File: src/rv_ex_cfg.svh
// RV32I execute cluster configuration
`ifndef RV_EX_CFG_SVH
`define RV_EX_CFG_SVH

// Data path width
`define XLEN 32

// Register file index width
`define REG_ADDR_W 5

// Link address increment for jal and jalr
`define PC_STEP 4

`endif

File: src/rv_ex_pkg.sv
// RV32I execute cluster types
`include "rv_ex_cfg.svh"

package rv_ex_pkg;

    typedef logic [`XLEN-1:0] word_t;
    typedef logic [`REG_ADDR_W-1:0] reg_addr_t;

    typedef enum logic [4:0] {
        alu_add  = 5'd0,
        alu_sub  = 5'd1,
        alu_sll  = 5'd2,
        alu_slt  = 5'd3,
        alu_sltu = 5'd4,
        alu_xor  = 5'd5,
        alu_srl  = 5'd6,
        alu_sra  = 5'd7,
        alu_or   = 5'd8,
        alu_and  = 5'd9
    } alu_fn_t;

    // Operand classes with 3'b110 unused
    typedef enum logic [2:0] {
        oc_load_store = 3'b000,   // rs1, imm
        oc_branch     = 3'b001,   // rs1, rs2
        oc_reg_imm    = 3'b010,   // rs1, rs2 or imm
        oc_jal        = 3'b011,   // pc, step
        oc_lui        = 3'b100,   // imm, zero
        oc_auipc      = 3'b101,   // pc, imm
        oc_jalr       = 3'b111    // pc, step
    } op_class_t;

    // Same codes as funct3
    typedef enum logic [2:0] {
        br_beq  = 3'b000,
        br_bne  = 3'b001,
        br_blt  = 3'b100,
        br_bge  = 3'b101,
        br_bltu = 3'b110,
        br_bgeu = 3'b111
    } branch_t;

    typedef enum logic [1:0] {
        fwd_none        = 2'd0,
        fwd_from_ex_mem = 2'd1,
        fwd_from_wb     = 2'd2
    } fwd_sel_t;

    // Decoded instruction as issued to EX
    typedef struct packed {
        logic      valid;
        reg_addr_t rs1_addr;
        reg_addr_t rs2_addr;
        word_t     rs1_value;
        word_t     rs2_value;
        word_t     imm;
        word_t     pc;
        op_class_t op_class;
        alu_fn_t   alu_fn;
        logic      alu_src;      // Second operand is imm
        logic      branch;
        branch_t   branch_type;
        logic      jump;
        logic      mem_read;
        logic      mem_write;
        logic      mem_to_reg;
        logic      reg_write;
        reg_addr_t rd;
    } id_ex_t;

    typedef struct packed {
        logic      valid;
        word_t     result;
        word_t     store_data;
        reg_addr_t rd;
        logic      reg_write;
        logic      mem_read;
        logic      mem_write;
        logic      mem_to_reg;
        logic      pc_redirect;
        word_t     redirect_target;
    } ex_mem_t;

    // Final write-back value
    typedef struct packed {
        logic      reg_write;
        reg_addr_t rd;
        word_t     data;
    } wb_fwd_t;

endpackage

File: src/alu.sv
// RV32I integer ALU
`timescale 1ns/1ps

module alu
    import rv_ex_pkg::*;
(
    input  alu_fn_t fn,
    input  word_t   a,
    input  word_t   b,
    output word_t   y,
    output logic    zero,
    output logic    lt,
    output logic    ltu
);

    logic [4:0] shamt;

    assign shamt = b[4:0];   // Shift amount from low five bits

    // Compare flags independent of fn
    assign zero = (a == b);
    assign lt   = ($signed(a) < $signed(b));
    assign ltu  = (a < b);

    always_comb
    begin
        case (fn)
            alu_add:
                y = a + b;
            alu_sub:
                y = a - b;
            alu_sll:
                y = a << shamt;
            alu_slt:
                y = word_t'(lt);
            alu_sltu:
                y = word_t'(ltu);
            alu_xor:
                y = a ^ b;
            alu_srl:
                y = a >> shamt;
            alu_sra:
                y = word_t'($signed(a) >>> shamt);   // Sign fill
            alu_or:
                y = a | b;
            alu_and:
                y = a & b;
            default:
                y = '0;
        endcase
    end

endmodule

File: src/branch_compare.sv
// Branch resolution and target
`timescale 1ns/1ps

module branch_compare
    import rv_ex_pkg::*;
(
    input  branch_t branch_type,
    input  logic    branch,
    input  logic    jump,
    input  logic    jalr,
    input  logic    zero,
    input  logic    lt,
    input  logic    ltu,
    input  word_t   pc,
    input  word_t   rs1,
    input  word_t   imm,
    output logic    redirect,
    output word_t   target
);

    logic  taken;
    word_t jalr_sum;

    // Flags come from the ALU compare of rs1 against rs2
    always_comb
    begin
        case (branch_type)
            br_beq:  taken = zero;
            br_bne:  taken = ~zero;
            br_blt:  taken = lt;
            br_bge:  taken = ~lt;
            br_bltu: taken = ltu;
            br_bgeu: taken = ~ltu;
            default: taken = 1'b0;
        endcase
    end

    assign redirect = jump | (branch & taken);

    assign jalr_sum = rs1 + imm;

    // JALR drops bit 0 of its sum
    assign target = jalr ? (jalr_sum & ~word_t'(1)) : (pc + imm);

endmodule

File: src/ex_pipeline.sv
// RV32I execute cluster top
`timescale 1ns/1ps

module ex_pipeline
    import rv_ex_pkg::*;
(
    input  logic    clk,
    input  logic    rst,
    input  logic    stall,
    input  id_ex_t  issue,
    input  wb_fwd_t wb,
    output ex_mem_t ex_mem
);

    word_t rs1_fwd;
    word_t rs2_fwd;

    // Bypass sees the registered EX/MEM bundle and the write-back port
    operand_forward u_forward (
        .rs1_addr  (issue.rs1_addr),
        .rs2_addr  (issue.rs2_addr),
        .rs1_value (issue.rs1_value),
        .rs2_value (issue.rs2_value),
        .ex_mem    (ex_mem),
        .wb        (wb),
        .rs1_fwd   (rs1_fwd),
        .rs2_fwd   (rs2_fwd)
    );

    execute_stage u_execute (
        .clk     (clk),
        .rst     (rst),
        .stall   (stall),
        .issue   (issue),
        .rs1_fwd (rs1_fwd),
        .rs2_fwd (rs2_fwd),
        .ex_mem  (ex_mem)
    );

endmodule

File: src/execute_stage.sv
// ID/EX and EX/MEM execute stage
`timescale 1ns/1ps
`include "rv_ex_cfg.svh"

module execute_stage
    import rv_ex_pkg::*;
(
    input  logic    clk,
    input  logic    rst,
    input  logic    stall,
    input  id_ex_t  issue,
    input  word_t   rs1_fwd,
    input  word_t   rs2_fwd,
    output ex_mem_t ex_mem
);

    id_ex_t  id_ex_q;
    alu_fn_t fn;
    word_t   op_a;
    word_t   op_b;
    word_t   alu_y;
    word_t   target;
    logic    zero;
    logic    lt;
    logic    ltu;
    logic    redirect;
    logic    is_jalr;
    logic    is_link;

    // Issue latch with sources replaced by bypassed values
    always_ff @(posedge clk or posedge rst)
    begin
        if (rst)
            id_ex_q <= '0;
        else if (!stall)
        begin
            id_ex_q           <= issue;
            id_ex_q.rs1_value <= rs1_fwd;
            id_ex_q.rs2_value <= rs2_fwd;
        end
    end

    assign is_jalr = (id_ex_q.op_class == oc_jalr);
    assign is_link = is_jalr || (id_ex_q.op_class == oc_jal);

    // Link result is always pc + step
    assign fn = is_link ? alu_add : id_ex_q.alu_fn;

    // Operand select by class
    always_comb
    begin
        case (id_ex_q.op_class)
            oc_load_store:
            begin
                op_a = id_ex_q.rs1_value;
                op_b = id_ex_q.imm;
            end
            oc_branch:
            begin
                op_a = id_ex_q.rs1_value;
                op_b = id_ex_q.rs2_value;
            end
            oc_reg_imm:
            begin
                op_a = id_ex_q.rs1_value;
                op_b = id_ex_q.alu_src ? id_ex_q.imm : id_ex_q.rs2_value;
            end
            oc_jal, oc_jalr:
            begin
                op_a = id_ex_q.pc;
                op_b = word_t'(`PC_STEP);
            end
            oc_lui:
            begin
                op_a = id_ex_q.imm;
                op_b = '0;
            end
            oc_auipc:
            begin
                op_a = id_ex_q.pc;
                op_b = id_ex_q.imm;
            end
            default:
            begin
                op_a = '0;
                op_b = '0;
            end
        endcase
    end

    alu u_alu (
        .fn   (fn),
        .a    (op_a),
        .b    (op_b),
        .y    (alu_y),
        .zero (zero),
        .lt   (lt),
        .ltu  (ltu)
    );

    branch_compare u_branch (
        .branch_type (id_ex_q.branch_type),
        .branch      (id_ex_q.branch),
        .jump        (id_ex_q.jump),
        .jalr        (is_jalr),
        .zero        (zero),
        .lt          (lt),
        .ltu         (ltu),
        .pc          (id_ex_q.pc),
        .rs1         (id_ex_q.rs1_value),
        .imm         (id_ex_q.imm),
        .redirect    (redirect),
        .target      (target)
    );

    // Result latch keeps every side effect of a bubble low
    always_ff @(posedge clk or posedge rst)
    begin
        if (rst)
            ex_mem <= '0;
        else if (!stall)
        begin
            ex_mem.valid           <= id_ex_q.valid;
            ex_mem.result          <= alu_y;
            ex_mem.store_data      <= id_ex_q.rs2_value;
            ex_mem.rd              <= id_ex_q.rd;
            ex_mem.reg_write       <= id_ex_q.valid & id_ex_q.reg_write;
            ex_mem.mem_read        <= id_ex_q.valid & id_ex_q.mem_read;
            ex_mem.mem_write       <= id_ex_q.valid & id_ex_q.mem_write;
            ex_mem.mem_to_reg      <= id_ex_q.mem_to_reg;
            ex_mem.pc_redirect     <= id_ex_q.valid & redirect;
            ex_mem.redirect_target <= target;
        end
    end

endmodule

File: src/operand_forward.sv
// Source operand bypass
`timescale 1ns/1ps

module operand_forward
    import rv_ex_pkg::*;
(
    input  reg_addr_t rs1_addr,
    input  reg_addr_t rs2_addr,
    input  word_t     rs1_value,
    input  word_t     rs2_value,
    input  ex_mem_t   ex_mem,
    input  wb_fwd_t   wb,
    output word_t     rs1_fwd,
    output word_t     rs2_fwd
);

    fwd_sel_t rs1_sel;
    fwd_sel_t rs2_sel;

    // EX/MEM checked first so it wins over write-back
    function automatic fwd_sel_t pick_source(reg_addr_t src, ex_mem_t em, wb_fwd_t w);
        if (em.valid && em.reg_write && (em.rd != '0) && (em.rd == src))
            return fwd_from_ex_mem;
        else if (w.reg_write && (w.rd != '0) && (w.rd == src))
            return fwd_from_wb;
        else
            return fwd_none;
    endfunction

    function automatic word_t mux_source(fwd_sel_t sel, word_t reg_value, word_t em_value,
                                         word_t wb_value);
        case (sel)
            fwd_from_ex_mem: return em_value;
            fwd_from_wb:     return wb_value;
            default:         return reg_value;
        endcase
    endfunction

    assign rs1_sel = pick_source(rs1_addr, ex_mem, wb);
    assign rs2_sel = pick_source(rs2_addr, ex_mem, wb);

    assign rs1_fwd = mux_source(rs1_sel, rs1_value, ex_mem.result, wb.data);
    assign rs2_fwd = mux_source(rs2_sel, rs2_value, ex_mem.result, wb.data);

endmodule

File: config.mk
export PLATFORM = sky130hd
export DESIGN_NAME = ex_pipeline
export DESIGN_NICKNAME = d
export VERILOG_FILES = /design/src/rv_ex_pkg.sv /design/src/alu.sv /design/src/branch_compare.sv /design/src/ex_pipeline.sv /design/src/execute_stage.sv /design/src/operand_forward.sv
export VERILOG_INCLUDE_DIRS = /design/src
export SDC_FILE = /design/constraint.sdc
export NUM_CORES = 1
export LEC_CHECK = 0
export ABC_AREA = 0
export BUFFER_PORTS_ARGS = -buffer_cell sky130_fd_sc_hd__buf_2
export CAP_MARGIN = 20
export CELL_PAD_IN_SITES_DETAIL_PLACEMENT = 1
export CELL_PAD_IN_SITES_GLOBAL_PLACEMENT = 1
export CORE_MARGIN = 2
export CORE_UTILIZATION = 42
export DETAILED_ROUTE_END_ITERATION = 8
export PLACE_DENSITY = 0.86
export SETUP_SLACK_MARGIN = 0.05
export SKIP_LAST_GASP = 1
export SYNTH_ARGS = -nofsm -noshare
export SYNTH_HDL_FRONTEND = slang
export SYNTH_HIERARCHICAL = 1
export SYNTH_SLANG_ARGS = --single-unit
File: constraint.sdc
create_clock -name clk -period 10.01 [get_ports clk]
set_input_delay 3.003 -clock clk [delete_from_list [all_inputs] [get_ports clk]]
set_output_delay 3.003 -clock clk [all_outputs]
set_load 0.005 [all_outputs]
After elaboration in Yosys (flattened, before gate mapping)
Index checks and enable logic that the tools add are counted.
Word-level totals
  input bits: 203
  memories: 0
  logic and storage cells: 106
  latch bits: 0
  flip-flop bits (word level): 259
  ROM bits: 0
  RAM bits: 0
Cells by class
  div/mod/pow operators: 0
  multiplexer cells: 13
  equality and inequality tests: 29
  order comparisons: 2
  multipliers: 0
  shifts and indexed selects: 3
  bitwise operators: 12
  add/sub/neg operators: 4
  reduce and logical (&&, ||, !) cells: 17
Operators by type and width (number)
  case mux 32 bit (10 select lines): 1
  case mux 32 bit (2 select lines): 2
  case mux 32 bit (4 select lines): 1
  adder 32 bit: 3
  case mux 32 bit (3 select lines): 1
  < comparator 32 bit: 2
  two-way mux 32 bit: 2
  AND 32 bit: 1
  == test 32 bit: 1
  bitwise OR 32 bit: 1
  left shift 32 x 5 -> 32 bit: 1
  >> shifter 32 x 5 -> 32 bit: 1
  >>> shifter 32 x 5 -> 32 bit: 1
  subtractor 32 bit: 1
  bitwise XOR 32 bit: 1
  == test 3 bit (second input constant): 7
  == test 5 x 3 -> 1 bit (second input constant): 4
  == test 5 bit: 4
  == test 5 x 2 -> 1 bit (second input constant): 2
  == test 5 x 4 -> 1 bit (second input constant): 2
  nonzero test 5 bit: 2
  two-way mux 2 bit: 4
  logical AND 1 bit: 7
  == test 3 x 1 -> 1 bit (second input constant): 2
  14 further kinds: 26

Logic depth before layout (Yosys ltp)
  depth after elaboration: 9
  gate-level depth with buffers: 24
  depth with buffers taken out: 19

By module
The synthesis kept the hierarchy.
Modules (own cells, without submodules)
  execute_stage: area each 11753.8 µm², seq. area each 6481.2 µm², cells each 866, instances 1
  alu: area each 9061.2 µm², seq. area each 0.0 µm², cells each 1350, instances 1
  branch_compare: area each 3611.0 µm², seq. area each 0.0 µm², cells each 511, instances 1
  operand_forward: area each 2424.8 µm², seq. area each 0.0 µm², cells each 397, instances 1

Worst setup path before layout
OpenSTA, ideal clock, no wires.
  path type: input-to-reg
  start: in issue[158] (netlist bit)
  end: reg u_execute/id_ex_q[119] (netlist bit)
  required time: 9885 ps
  library setup time: 125 ps
  stages: 8
  path slack: 5317 ps
  arrival: 4568 ps
  buffers on the path: 3
  path through: xor2_1 -> or3_1 -> buf_6 -> buf_6 -> clkbuf_1 -> o31ai_1 -> a31oi_1 -> mux2_2
On the way
  cells in the longest elaborated chain, start to end: 6
  elaborated cells on any way between the ends: 9
Ends and longest elaborated chain
  start, declared: line ex_pipeline.sv:10  | input id_ex_t issue,
  == test 5 bit: line operand_forward.sv:24  | else if (w.reg_write && (w.rd != '0) && (w.rd == src))
  logical AND 1 bit: line operand_forward.sv:24
  two-way mux 2 bit: line operand_forward.sv:24
  two-way mux 2 bit (*): line operand_forward.sv:22  | if (em.valid && em.reg_write && (em.rd != '0) && (em.rd == src))
  == test 2 bit / == test 2 x 1 -> 1 bit (equally long branches): line operand_forward.sv:32  | case (sel)
  case mux 32 bit (2 select lines) (*): line operand_forward.sv:32
  net rs1_fwd[0]: line ex_pipeline.sv:15  | word_t rs1_fwd;
  end signal, assigned: line execute_stage.sv:37  | id_ex_q <= issue;
  end, declared: line execute_stage.sv:17  | id_ex_t id_ex_q;
The timed path passes the listed nets; every way through them passes the cells marked *.
A chain may end at the register's enable or synchronous reset.

Worst setup path in the final report
  start: reg u_execute/id_ex_q[21] (netlist bit)
  end: reg, netlist name u_execute/ex_mem[32]
On the way
  cells in the longest elaborated chain, start to end: 9
  elaborated cells on any way between the ends: 23
Ends and longest elaborated chain
  == test 3 bit (tied with other cells): line execute_stage.sv:52  | case (id_ex_q.op_class)
  OR reduction 2 bit (on tied branches)
  case mux 32 bit (4 select lines) (*): line execute_stage.sv:52
  net u_execute.op_b[4]: line execute_stage.sv:20  | word_t op_b;
  < comparator 32 bit (*): line alu.sv:23  | assign ltu = (a < b);
  net u_execute.ltu: line execute_stage.sv:25  | logic ltu;
  inverter 1 bit: line branch_compare.sv:33  | br_bgeu: taken = ~ltu;
  case mux 1 bit (6 select lines) (*): line branch_compare.sv:27  | case (branch_type)
  AND 1 bit (*): line branch_compare.sv:38  | assign redirect = jump | (branch & taken);
  bitwise OR 1 bit (*): line branch_compare.sv:38
  net u_execute.redirect: line execute_stage.sv:26  | logic redirect;
  AND 1 bit (*): line execute_stage.sv:131  | ex_mem.pc_redirect <= id_ex_q.valid & redirect;
Marked as above.

==> results.tsv <==
metric	value	unit
Vias	28100	
Post-CTS Hold Buffers	0	
Worst setup SP type	flop	
gp weighted congestion	1.02	
P&R area growth vs syn	11.4	%
Total Routed Length	121000	um
antenna viol nets, final	0	
Num Clock Sinks	259	
main area contributors after synthesis	dfrtp_1 24%, mux2_2 13%, ha_1 7.5%, a21oi_1 4.0%, mux4_2 3.4%	
Unique masters post-synth	108	
final period utilization	64.7	%
Hold Vio Cnt, Final	0	
maximum vdd ir drop	0.165	mV
gr ovfl total	0	
IO Port Bufs	309	
# DRC	0	
outcome	completed	
row count	92	
Post-Synthesis Cells	3124	
nature of the critical path endpoint	flop	
Overall Global Routing Usage	35.3	%
Die H	257	um
slew of the pin with the lowest slew margin	1.08	ns
worst endpoint required time	10.49	ns
async set or reset register ratio after synthesis	100	%
number of antenna violations at the first check in global routing	15	
post-synth top area cell	dfrtp_1	
max-slew violations	0	
Wirelength per Cell	29.1	um
setup TNS	0	ns
Met3 Routed Length	13400	um
RSZ-0062 raised after global routing	no	
Mapped Area	26900	um^2
Fmax	154	MHz
hold slack	0.499	ns
Top FF cell, synth	dfrtp_1	
Vias/cell	6.77	
DR top layer	met5	
met2 WL	53100	um
CP max FO	54	
final setup violation count	0	
syn avg cell area	8.59	um^2
io pins	310	
Core ar.	63200	um^2
Clock Path Buffers	3	
number of synthesized flops with an enable pin	0	
min Tclk post-route	6.47	ns
Rel. slew slack	28.2	%
vias in the first global route	28000	
critical path class	flop to flop	
clock tree root driver cell	clkbuf_16	
Die ar.	66000	um^2
post-synth top area share	24.1	%
WL met1	47000	um
WP data arrival	6.95	ns
post-synthesis sequential area ratio	24.1	%
Final Skew	0.0363	ns
largest net degree at the start of global routing	144	
dpl hpwl	91200	um
ratio of cells with drive above 1 in the final layout	25.7	%
commonest non-fill, non-tap cell in the layout	buf_2	
CTS buffer count	31	
YS warnings	6	
Syn Nets	3491	
Yosys reg bits	259	
Post-CTS Repair Setup Buffers	0	
clk_lat worst skew	0.62	ns
Initial Util	42.5	%
# fillers	7544	
Post-CTS Resized	0	
PD cells	207	nW/um^2
Reg clk slew, reported paths	0.07	ns
Max Cap Viol	0	
commonest cells after routing, fill and taps aside	308 x buf_2, 301 x mux2_2, 258 x dfrtp_1	
htree depth	1	
DR iter-0 viols	3567	
Layout Nets	3640	
first-pass GRT wire length	180000	um
LEAKAGE	12.5	nW
CTS tree	built	
worst hold path class	flop to flop	
die width	257	um
1st-pass router iterations	6	
[synth_stat cells (20+ instances only)]
cell	instances
nor2b_1	58
o211ai_1	33
ha_1	160
dfrtp_1	259
a31oi_1	76
a21oi_1	214
nor3_1	72
xor2_1	51
xnor2_1	52
and3_1	20
o21ai_1	91
inv_1	138
buf_4	26
clkbuf_1	142
o31ai_1	81
mux2_2	301
nor4_1	46
mux4_2	41
or4_1	41
nor2_1	203
o21ai_0	151
a32oi_1	32
a22oi_1	73
a22o_1	20
a21o_1	44
a211oi_1	39
buf_2	63
nand2_1	164
nand3_1	34
nand4_1	48
mux2i_1	64
[worst paths after layout]
kind | cells after the start | slack [ns] | end | start
min | 1 | 0.50 | u_execute/ex_mem[35] | u_execute/id_ex_q[8]
min in group asynchronous | 3 | 2.58 | u_execute/id_ex_q[80] | rst
max | 19 | 3.54 | u_execute/ex_mem[32] | u_execute/id_ex_q[21]
max reg2reg | 19 | 3.54 | u_execute/ex_mem[32] | u_execute/id_ex_q[21]
min reg2reg | 1 | 0.50 | u_execute/ex_mem[35] | u_execute/id_ex_q[8]
max in group asynchronous | 4 | 5.91 | u_execute/id_ex_q[127] | rst
[final cells by class]
cell class                      count  area (um^2)  area share (%)
Multi-Input combinational cell   2454        18600            62.2
Sequential cell                   259         6480            21.7
Timing Repair Buffer              382         2120            7.08
Tap cell                          846         1060            3.54
Clock buffer                       38          862            2.88
Inverter                          145          548            1.83
Clock inverter                     20          211           0.707
Antenna cell                        5         12.5          0.0418
[metal layers]
metal	track usage, %	vias up
li1	-	12000
met4	18.5	12
met5	0	-
met2	55.1	1775
met1	44.5	13900
met3	9.58	361
[sequential cells by signal, indices dropped and copies added, names as in the netlist]
signal             flops
u_execute/ex_mem     107
u_execute/id_ex_q    152
[report_power, final]
group          leakage (nW)  internal [W]  switching, W
Clock                 0.540      0.000693      0.000501
Combinational          8.86       0.00128       0.00209
Sequential             3.06       0.00125      0.000373
Total                  12.5       0.00323       0.00296
[metrics by stage]
step	power (W)	utilization, %	instances	cell area [um^2]	worst slack, ns
global placement	0.00476	45.6	4086	28800	4.01
global route	0.00645	47.3	4145	29900	3.19
detailed placement	0.00484	45.6	4086	28800	3.83
finish	0.00619	47.3	4149	29900	3.54
CTS	0.00608	47.3	4144	29900	3.77
floorplan	0.00363	-	3124	26900	3.59
[worst max-delay path: stages, from the launching register on]
cell	delay [ns]
dfrtp_1	0.55
nor2b_4	0.78
a22oi_1	0.23
o21ai_4	0.18
buf_4	0.49
clkinv_1	0.69
ha_1	0.72
inv_1	0.08
a21oi_1	0.33
o221ai_2	0.23
a211oi_1	0.45
o21a_1	0.30
o221a_2	0.27
xnor2_1	0.15
inv_1	0.06
mux2i_1	0.17
xor2_1	0.15
o21ai_0	0.10
a21o_1	0.19
a22o_1	0.20
[cells by family after synthesis]
logic type	share of synthesized area, %
adder cells (fa/ha/maj)	7.75
AND/OR/NAND/NOR	14.5
buffers and inverters	6.89
AO/OA/AOI/OAI	24.9
XOR/XNOR	3.36
multiplexers	18.5
flip-flops	24.1
No activity file was read; power rests on OpenSTA's default activity.
